`src/ctrlPkg.sv`:
```
package ctrlPkg;

    typedef logic [5:0] opcodeT;
    typedef logic [5:0] functT;
    typedef logic [2:0] aluOpT;
    typedef logic [1:0] aluSrcAT;
    typedef logic [2:0] aluSrcBT;
    typedef logic [1:0] pcSrcT;
    typedef logic [1:0] regDstT;
    typedef logic [2:0] wbSrcT;

    localparam opcodeT OpRType = 6'b000000;
    localparam opcodeT OpAddi  = 6'b001000;
    localparam opcodeT OpAddiu = 6'b001001;
    localparam opcodeT OpBeq   = 6'b000100;
    localparam opcodeT OpBne   = 6'b000101;
    localparam opcodeT OpBle   = 6'b000110;
    localparam opcodeT OpBgt   = 6'b000111;

    localparam functT FunctAdd   = 6'b100000;
    localparam functT FunctAnd   = 6'b100100;
    localparam functT FunctSub   = 6'b100010;
    localparam functT FunctMult  = 6'b011000;
    localparam functT FunctDiv   = 6'b011010;
    localparam functT FunctMfhi  = 6'b010000;
    localparam functT FunctMflo  = 6'b010010;
    localparam functT FunctBreak = 6'b001101;

    localparam aluOpT AluAdd     = 3'b001;
    localparam aluOpT AluSub     = 3'b010;
    localparam aluOpT AluAnd     = 3'b011;
    localparam aluOpT AluCompare = 3'b111; // Sets gt, lt and et

    localparam aluSrcAT SrcAPc   = 2'b00;
    localparam aluSrcAT SrcARegA = 2'b01;

    localparam aluSrcBT SrcBRegB   = 3'b000;
    localparam aluSrcBT SrcBFour   = 3'b001;
    localparam aluSrcBT SrcBOffset = 3'b010; // Shifted sign-extended offset
    localparam aluSrcBT SrcBImm    = 3'b011;

    localparam pcSrcT PcAluResult = 2'b00;
    localparam pcSrcT PcAluOut    = 2'b10;

    localparam regDstT DstRd = 2'b00;
    localparam regDstT DstRt = 2'b11;

    localparam wbSrcT WbAluOut = 3'b000;
    localparam wbSrcT WbLo     = 3'b001;
    localparam wbSrcT WbHi     = 3'b010;

    typedef enum logic [1:0] {
        BrEq,
        BrNe,
        BrLe,
        BrGt
    } branchKindT;

    typedef enum logic [4:0] {
        Fetch,
        FetchPc,
        Precalc,
        Decode,
        ExecAdd,
        ExecSub,
        ExecAnd,
        SaveResult,
        AddImm,
        AddImmSave,
        MultStart,
        MultWait,
        MultResult,
        DivStart,
        DivWait,
        DivResult,
        Mfhi,
        Mflo,
        BranchCompare,
        BranchTake,
        BreakCalc,
        BreakPc
    } ctrlStateT;

endpackage

```
`src/instrDecoder.sv`:
```
`timescale 1ns/1ps

module instrDecoder (
    input  ctrlPkg::opcodeT     opcode,
    input  ctrlPkg::functT      funct,
    output ctrlPkg::ctrlStateT  decodedState,
    output ctrlPkg::branchKindT decodedBranch
);

    always_comb begin
        decodedState  = ctrlPkg::Fetch; // Unknown codes go back to fetch
        decodedBranch = ctrlPkg::BrEq;
        case (opcode)
            ctrlPkg::OpRType: begin
                case (funct)
                    ctrlPkg::FunctAdd:   decodedState = ctrlPkg::ExecAdd;
                    ctrlPkg::FunctSub:   decodedState = ctrlPkg::ExecSub;
                    ctrlPkg::FunctAnd:   decodedState = ctrlPkg::ExecAnd;
                    ctrlPkg::FunctMult:  decodedState = ctrlPkg::MultStart;
                    ctrlPkg::FunctDiv:   decodedState = ctrlPkg::DivStart;
                    ctrlPkg::FunctMfhi:  decodedState = ctrlPkg::Mfhi;
                    ctrlPkg::FunctMflo:  decodedState = ctrlPkg::Mflo;
                    ctrlPkg::FunctBreak: decodedState = ctrlPkg::BreakCalc;
                    default:             decodedState = ctrlPkg::Fetch;
                endcase
            end
            ctrlPkg::OpAddi,
            ctrlPkg::OpAddiu: begin
                decodedState = ctrlPkg::AddImm; // Overflow not trapped
            end
            ctrlPkg::OpBeq: begin
                decodedState  = ctrlPkg::BranchCompare;
                decodedBranch = ctrlPkg::BrEq;
            end
            ctrlPkg::OpBne: begin
                decodedState  = ctrlPkg::BranchCompare;
                decodedBranch = ctrlPkg::BrNe;
            end
            ctrlPkg::OpBle: begin
                decodedState  = ctrlPkg::BranchCompare;
                decodedBranch = ctrlPkg::BrLe;
            end
            ctrlPkg::OpBgt: begin
                decodedState  = ctrlPkg::BranchCompare;
                decodedBranch = ctrlPkg::BrGt;
            end
            default: begin
                decodedState  = ctrlPkg::Fetch;
                decodedBranch = ctrlPkg::BrEq;
            end
        endcase
    end

endmodule

```
`src/controlSequencer.sv`:
```
`timescale 1ns/1ps

module controlSequencer #(
    parameter int FetchWait = 3
) (
    input  logic                clk,
    input  logic                reset,
    input  ctrlPkg::ctrlStateT  decodedState,
    input  ctrlPkg::branchKindT decodedBranch,
    input  logic                gt,
    input  logic                lt,
    input  logic                et,
    input  logic                multEnd,
    input  logic                divEnd,
    output ctrlPkg::ctrlStateT  state
);

    localparam int CntW = (FetchWait > 1) ? $clog2(FetchWait) : 1;

    ctrlPkg::ctrlStateT  nextState;
    ctrlPkg::branchKindT branchKind; // Kept from Decode for the compare cycle
    logic [CntW-1:0]     fetchCnt;
    logic                fetchDone;
    logic                takeBranch;

    assign fetchDone = (fetchCnt == CntW'(FetchWait - 1));

    always_comb begin
        case (branchKind)
            ctrlPkg::BrEq: takeBranch = et;
            ctrlPkg::BrNe: takeBranch = !et;
            ctrlPkg::BrLe: takeBranch = et || lt;
            ctrlPkg::BrGt: takeBranch = gt;
            default:       takeBranch = 1'b0;
        endcase
    end

    always_comb begin
        nextState = state;
        case (state)
            ctrlPkg::Fetch: begin
                if (fetchDone) begin
                    nextState = ctrlPkg::FetchPc;
                end
            end
            ctrlPkg::FetchPc:    nextState = ctrlPkg::Precalc;
            ctrlPkg::Precalc:    nextState = ctrlPkg::Decode;
            ctrlPkg::Decode:     nextState = decodedState;
            ctrlPkg::ExecAdd,
            ctrlPkg::ExecSub,
            ctrlPkg::ExecAnd:    nextState = ctrlPkg::SaveResult;
            ctrlPkg::AddImm:     nextState = ctrlPkg::AddImmSave;
            ctrlPkg::MultStart:  nextState = ctrlPkg::MultWait;
            ctrlPkg::MultWait: begin
                if (multEnd) begin
                    nextState = ctrlPkg::MultResult;
                end
            end
            ctrlPkg::DivStart:   nextState = ctrlPkg::DivWait;
            ctrlPkg::DivWait: begin
                if (divEnd) begin
                    nextState = ctrlPkg::DivResult;
                end
            end
            ctrlPkg::BranchCompare: begin
                nextState = takeBranch ? ctrlPkg::BranchTake : ctrlPkg::Fetch;
            end
            ctrlPkg::BreakCalc:  nextState = ctrlPkg::BreakPc;
            default:             nextState = ctrlPkg::Fetch; // Last cycle of each path
        endcase
    end

    always_ff @(posedge clk) begin
        if (reset) begin
            state      <= ctrlPkg::Fetch;
            fetchCnt   <= '0;
            branchKind <= ctrlPkg::BrEq;
        end else begin
            state <= nextState;
            if (state == ctrlPkg::Fetch && !fetchDone) begin
                fetchCnt <= fetchCnt + 1'b1;
            end else begin
                fetchCnt <= '0;
            end
            if (state == ctrlPkg::Decode) begin
                branchKind <= decodedBranch;
            end
        end
    end

endmodule

```
`src/controlEncoder.sv`:
```
`timescale 1ns/1ps

module controlEncoder (
    input  ctrlPkg::ctrlStateT state,
    output logic               writePc,
    output logic               writeA,
    output logic               writeB,
    output logic               writeAluOut,
    output logic               writeInstruction,
    output logic               writeReg,
    output logic               writeHilo,
    output logic               multStart,
    output logic               divStart,
    output logic               hiloSel,
    output ctrlPkg::aluOpT     aluOp,
    output ctrlPkg::aluSrcAT   aluSrcA,
    output ctrlPkg::aluSrcBT   aluSrcB,
    output ctrlPkg::pcSrcT     pcSrc,
    output ctrlPkg::regDstT    regDst,
    output ctrlPkg::wbSrcT     wbSrc
);

    always_comb begin
        writePc          = 1'b0;
        writeA           = 1'b0;
        writeB           = 1'b0;
        writeAluOut      = 1'b0;
        writeInstruction = 1'b0;
        writeReg         = 1'b0;
        writeHilo        = 1'b0;
        multStart        = 1'b0;
        divStart         = 1'b0;
        hiloSel          = 1'b0; // 0 takes the multiplier result
        aluOp            = ctrlPkg::AluAdd;
        aluSrcA          = ctrlPkg::SrcAPc;
        aluSrcB          = ctrlPkg::SrcBRegB;
        pcSrc            = ctrlPkg::PcAluResult;
        regDst           = ctrlPkg::DstRd;
        wbSrc            = ctrlPkg::WbAluOut;
        case (state)
            ctrlPkg::Fetch: begin
                writeInstruction = 1'b1;
                writeAluOut      = 1'b1; // PC + 4
                aluSrcB          = ctrlPkg::SrcBFour;
            end
            ctrlPkg::FetchPc, ctrlPkg::BreakPc: begin
                writePc = 1'b1;
                pcSrc   = ctrlPkg::PcAluOut;
            end
            ctrlPkg::Precalc: begin
                writeAluOut = 1'b1; // Branch target
                aluSrcB     = ctrlPkg::SrcBOffset;
            end
            ctrlPkg::Decode: begin
                writeA = 1'b1;
                writeB = 1'b1;
            end
            ctrlPkg::ExecAdd, ctrlPkg::ExecSub, ctrlPkg::ExecAnd: begin
                writeAluOut = 1'b1;
                aluSrcA     = ctrlPkg::SrcARegA;
                case (state)
                    ctrlPkg::ExecSub: aluOp = ctrlPkg::AluSub;
                    ctrlPkg::ExecAnd: aluOp = ctrlPkg::AluAnd;
                    default:          aluOp = ctrlPkg::AluAdd;
                endcase
            end
            ctrlPkg::AddImm: begin
                writeAluOut = 1'b1;
                aluSrcA     = ctrlPkg::SrcARegA;
                aluSrcB     = ctrlPkg::SrcBImm;
            end
            ctrlPkg::SaveResult: writeReg = 1'b1;
            ctrlPkg::AddImmSave: begin
                writeReg = 1'b1;
                regDst   = ctrlPkg::DstRt;
            end
            ctrlPkg::MultStart:  multStart = 1'b1;
            ctrlPkg::DivStart:   divStart = 1'b1;
            ctrlPkg::MultResult: writeHilo = 1'b1;
            ctrlPkg::DivResult: begin
                writeHilo = 1'b1;
                hiloSel   = 1'b1;
            end
            ctrlPkg::Mfhi: begin
                writeReg = 1'b1;
                wbSrc    = ctrlPkg::WbHi;
            end
            ctrlPkg::Mflo: begin
                writeReg = 1'b1;
                wbSrc    = ctrlPkg::WbLo;
            end
            ctrlPkg::BranchCompare: begin
                aluSrcA = ctrlPkg::SrcARegA;
                aluOp   = ctrlPkg::AluCompare;
            end
            ctrlPkg::BranchTake: begin
                writePc     = 1'b1;
                writeAluOut = 1'b1;
                pcSrc       = ctrlPkg::PcAluOut;
            end
            ctrlPkg::BreakCalc: begin
                writeAluOut = 1'b1; // PC - 4
                aluSrcB     = ctrlPkg::SrcBFour;
                aluOp       = ctrlPkg::AluSub;
            end
            default: begin
            end
        endcase
    end

endmodule

```
`src/controlUnit.sv`:
```
`timescale 1ns/1ps

module controlUnit #(
    parameter int FetchWait = 3
) (
    input  logic             clk,
    input  logic             reset,
    input  ctrlPkg::opcodeT  opcode,
    input  ctrlPkg::functT   funct,
    input  logic             gt,
    input  logic             lt,
    input  logic             et,
    input  logic             multEnd,
    input  logic             divEnd,
    output logic             writePc,
    output logic             writeA,
    output logic             writeB,
    output logic             writeAluOut,
    output logic             writeInstruction,
    output logic             writeReg,
    output logic             writeHilo,
    output logic             multStart,
    output logic             divStart,
    output logic             hiloSel,
    output ctrlPkg::aluOpT   aluOp,
    output ctrlPkg::aluSrcAT aluSrcA,
    output ctrlPkg::aluSrcBT aluSrcB,
    output ctrlPkg::pcSrcT   pcSrc,
    output ctrlPkg::regDstT  regDst,
    output ctrlPkg::wbSrcT   wbSrc
);

    ctrlPkg::ctrlStateT  decodedState;
    ctrlPkg::branchKindT decodedBranch;
    ctrlPkg::ctrlStateT  state;

    instrDecoder instrDecoder_inst (
        .opcode        (opcode),
        .funct         (funct),
        .decodedState  (decodedState),
        .decodedBranch (decodedBranch)
    );

    controlSequencer #(
        .FetchWait (FetchWait)
    ) controlSequencer_inst (
        .clk           (clk),
        .reset         (reset),
        .decodedState  (decodedState),
        .decodedBranch (decodedBranch),
        .gt            (gt),
        .lt            (lt),
        .et            (et),
        .multEnd       (multEnd),
        .divEnd        (divEnd),
        .state         (state)
    );

    controlEncoder controlEncoder_inst (
        .state            (state),
        .writePc          (writePc),
        .writeA           (writeA),
        .writeB           (writeB),
        .writeAluOut      (writeAluOut),
        .writeInstruction (writeInstruction),
        .writeReg         (writeReg),
        .writeHilo        (writeHilo),
        .multStart        (multStart),
        .divStart         (divStart),
        .hiloSel          (hiloSel),
        .aluOp            (aluOp),
        .aluSrcA          (aluSrcA),
        .aluSrcB          (aluSrcB),
        .pcSrc            (pcSrc),
        .regDst           (regDst),
        .wbSrc            (wbSrc)
    );

endmodule

```
`config.mk`:
```
export PLATFORM = sky130hd
export DESIGN_NAME = controlUnit
export DESIGN_NICKNAME = d
export VERILOG_FILES = /design/src/ctrlPkg.sv /design/src/instrDecoder.sv /design/src/controlSequencer.sv /design/src/controlEncoder.sv /design/src/controlUnit.sv
export SDC_FILE = /design/constraint.sdc
export NUM_CORES = 1
export LEC_CHECK = 0
export BUFFER_PORTS_ARGS = -buffer_cell sky130_fd_sc_hd__buf_2
export CAP_MARGIN = 20
export CORE_MARGIN = 3
export CORE_UTILIZATION = 34
export CTS_CLUSTER_SIZE = 30
export DETAILED_ROUTE_END_ITERATION = 10
export PLACE_DENSITY_LB_ADDON = 0.1
export SYNTH_ARGS = -nofsm -noshare
export SYNTH_HDL_FRONTEND = slang
export SYNTH_SLANG_ARGS = --single-unit
export TNS_END_PERCENT = 1
```
`constraint.sdc`:
```
create_clock -name clk -period 2.1 [get_ports clk]
set_input_delay 0 -clock clk [delete_from_list [all_inputs] [get_ports clk]]
set_output_delay 0 -clock clk [all_outputs]
set_load 0.03 [all_outputs]
```
==> flow_metrics.env <==
export IMPL_clkSlewWorstSetupHoldPaths_ns=0.06
export IMPL_cp_end_kind="primary output"
export IMPL_synth_cell_types=58
export IMPL_die_y_um=64.0
export IMPL_drv_cap=0
export IMPL_clock_skew_ns=0.00134
export IMPL_min_period_over_period_pct=91.8
export IMPL_ant_nets=0
export IMPL_numCtsBuffers=3
export IMPL_async_flop_share_pct=0
export IMPL_final_cell_mix="39 x buf_2, 24 x nor2_1, 15 x a21oi_1"
export IMPL_syn_area_sq_um=1140
export IMPL_antenna_found_initial=0
export IMPL_cts_tree="done"
export IMPL_initial_utilization_pct=36.5
export IMPL_wl_per_cell_um=12.9
export IMPL_p_leak_uw=0.000583
export IMPL_internal_power_uw=534
export IMPL_met2_usage_pct=26.5
export IMPL_setup_tns_ns=0
export IMPL_gp_congestion=0.750
export IMPL_hpwl_um=2450
export IMPL_vias_per_cell=5.33
export IMPL_swShare_pct=51.3
export IMPL_cts_sink_count=9
export IMPL_grt_pass1_wl_um=5140
export IMPL_cp_arrival_ns=1.93
export IMPL_grtUsageMet1_pct=19.4
export IMPL_power_density_nw_per_um2=813
export IMPL_status="completed"
export IMPL_grt_pass1_vias=1160
export IMPL_power_uw=1100
export IMPL_fmax_mhz=519
export IMPL_synth_seq_area_share_pct=15.8
export IMPL_core_area_sq_um=3130
export IMPL_crit_fanout=15
export IMPL_cts_root_buf="clkbuf_4"
export IMPL_ys_warn_count=0
export IMPL_p_comb_share_pct=62.9
export IMPL_clock_latency_ns=0.27
export IMPL_overflow=0
export IMPL_first_iter_violations=88
export IMPL_peakVddDrop_mv=0.208
export IMPL_syn_to_final_growth_pct=18.2
export IMPL_h_tree_depth=1
export IMPL_use_met3_pct=1.76
export IMPL_worstPathRequired_ns=2.10
export IMPL_die_w_um=64.0
export IMPL_ys_flop_type="dfxtp_1"
export IMPL_post_route_drc_count=0
export IMPL_seq_power_share_pct=24.2
export IMPL_slew_violations=0
export IMPL_setup_viol=0
export IMPL_core_rowCount=20
export IMPL_antenna_cells=0
export IMPL_dr_pass1_iters=4
export IMPL_path_class="reg2out"
export IMPL_finish_net_count=217
export IMPL_power_frac_clock_pct=12.9
export IMPL_rrSetupSlack_ns=0.30
export IMPL_ctsResizeCount=0
export IMPL_final_common_cell="buf_2"
export IMPL_grt_max_degree=17
export IMPL_ioPinCount=44
export IMPL_grt_usage_pct=15.3
export IMPL_ctsHoldBuffers=1
export IMPL_power_switching_uw=563
export IMPL_hold_viol=0
export IMPL_vias=1278
export IMPL_start_kind="flop"
export IMPL_ys_ff_latch=9
export IMPL_postCtsSetupBuffers=0
export IMPL_syn_inst=165
export IMPL_rsz0062_at_grt="no"
export IMPL_totalWireLength_um=3100
export IMPL_drive_gt1_share_pct=28.1
export IMPL_clock_path_buffers=2
export IMPL_min_path_type="in2reg"
export IMPL_fin_crit_ns=1.93
export IMPL_busiest_layer="met2"
export IMPL_whs_ns=0.000361
export IMPL_die_area_sq_um=4090
export IMPL_io_buffers=39
export IMPL_synth_edf_count=0
export IMPL_avgSynthCellArea_sq_um=6.92
-- sequential cells by signal, indices dropped and copies added, names as in the netlist --
| name | count |
|---|---|
| controlSequencer_inst.branchKind | 2 |
| controlSequencer_inst.fetchCnt | 2 |
| controlSequencer_inst.state | 5 |
-- worst max-delay path, stage by stage, from the launching register on --
cell and delay (ns):
dfxtp_1 0.59, and2b_1 0.32, o21ai_0 0.24, o21ai_0 0.13, and3b_1 0.20, buf_2 0.18
-- path summary, 6_finish.rpt --
check | to | startpoint | depth (start not counted)
hold reg to reg | controlSequencer_inst.fetchCnt[0]$_SDFF_PP0_ | controlSequencer_inst.fetchCnt[0]$_SDFF_PP0_ | 1
setup / recovery | pcSrc[1] | controlSequencer_inst.state[1]$_SDFFE_PP0P_ | 5
hold / removal | controlSequencer_inst.branchKind[1]$_SDFFE_PP0P_ | opcode[1] | 3
setup reg to reg | controlSequencer_inst.state[1]$_SDFFE_PP0P_ | controlSequencer_inst.state[1]$_SDFFE_PP0P_ | 5
-- area by class of cell --
| class | instances | area, sq um |
|---|---|---|
| repair buffers | 44 | 235 |
| inverters | 5 | 18.8 |
| clock buffers | 4 | 26.3 |
| fillers | 358 | 1780 |
| flip-flops and latches | 9 | 180 |
| multi-input cells | 134 | 835 |
| well taps | 44 | 55.1 |
-- cell usage after synthesis, types with 2 or more instances --
library cell | number | area (sq um)
nor2_1 | 24 | 90.1
a21oi_1 | 15 | 75.1
buf_2 | 10 | 50.1
nand2_1 | 10 | 37.5
dfxtp_1 | 9 | 180
o21ai_0 | 8 | 40.0
buf_4 | 7 | 52.6
nand2b_1 | 6 | 37.5
inv_1 | 5 | 18.8
nor2b_1 | 5 | 31.3
nor3b_1 | 4 | 30.0
nor4_1 | 4 | 25.0
nand3b_1 | 3 | 22.5
a211oi_1 | 2 | 15.0
a22oi_1 | 2 | 15.0
a31oi_1 | 2 | 12.5
and2b_1 | 2 | 15.0
and3_1 | 2 | 12.5
and3b_1 | 2 | 17.5
nand3_1 | 2 | 10.0
nand4b_1 | 2 | 17.5
o21ai_1 | 2 | 10.0
xnor2_1 | 2 | 17.5
-- routing by layer --
layer / vias to the layer above / wire [um]
met4: 0 / 31
met2: 33 / 1530
met5: - / 0
met1: 598 / 1390
met3: 3 / 158
li1: 644 / -
-- cells by family after synthesis --
family          Yosys count  synth area share, %
compound gates           43                 23.8
xor+xnor                  2                 1.53
fa+ha+maj                 1                 1.10
buf+inv                  25                 12.3
flops                     9                 15.8
mux                       2                 1.86
other cells               1                0.328
simple gates             82                 43.4
-- per-stage QoR --
| stage | util [%] | cell area [sq um] | instances | setup slack (ns) |
|---|---|---|---|---|
| 2_1_floorplan | - | 1150 | 168 | 0.150 |
| 3_3_place_gp | 42.0 | 1310 | 235 | 0.322 |
| 3_5_place_dp | 42.0 | 1310 | 235 | 0.297 |
| 4_1_cts | 43.2 | 1350 | 240 | 0.198 |
| 5_1_grt | 43.2 | 1350 | 240 | 0.0621 |
| 6_report | 43.2 | 1350 | 240 | 0.173 |
-- power by group through the flow --
stage	sequential, uW	combinational, uW	clock (uW)
after global placement	267	682	0
final	266	690	141
after floorplan	214	591	0
after CTS	264	695	144
after detailed placement	268	691	0
after global routing	277	761	156
Power figures use the tool's default switching activity.
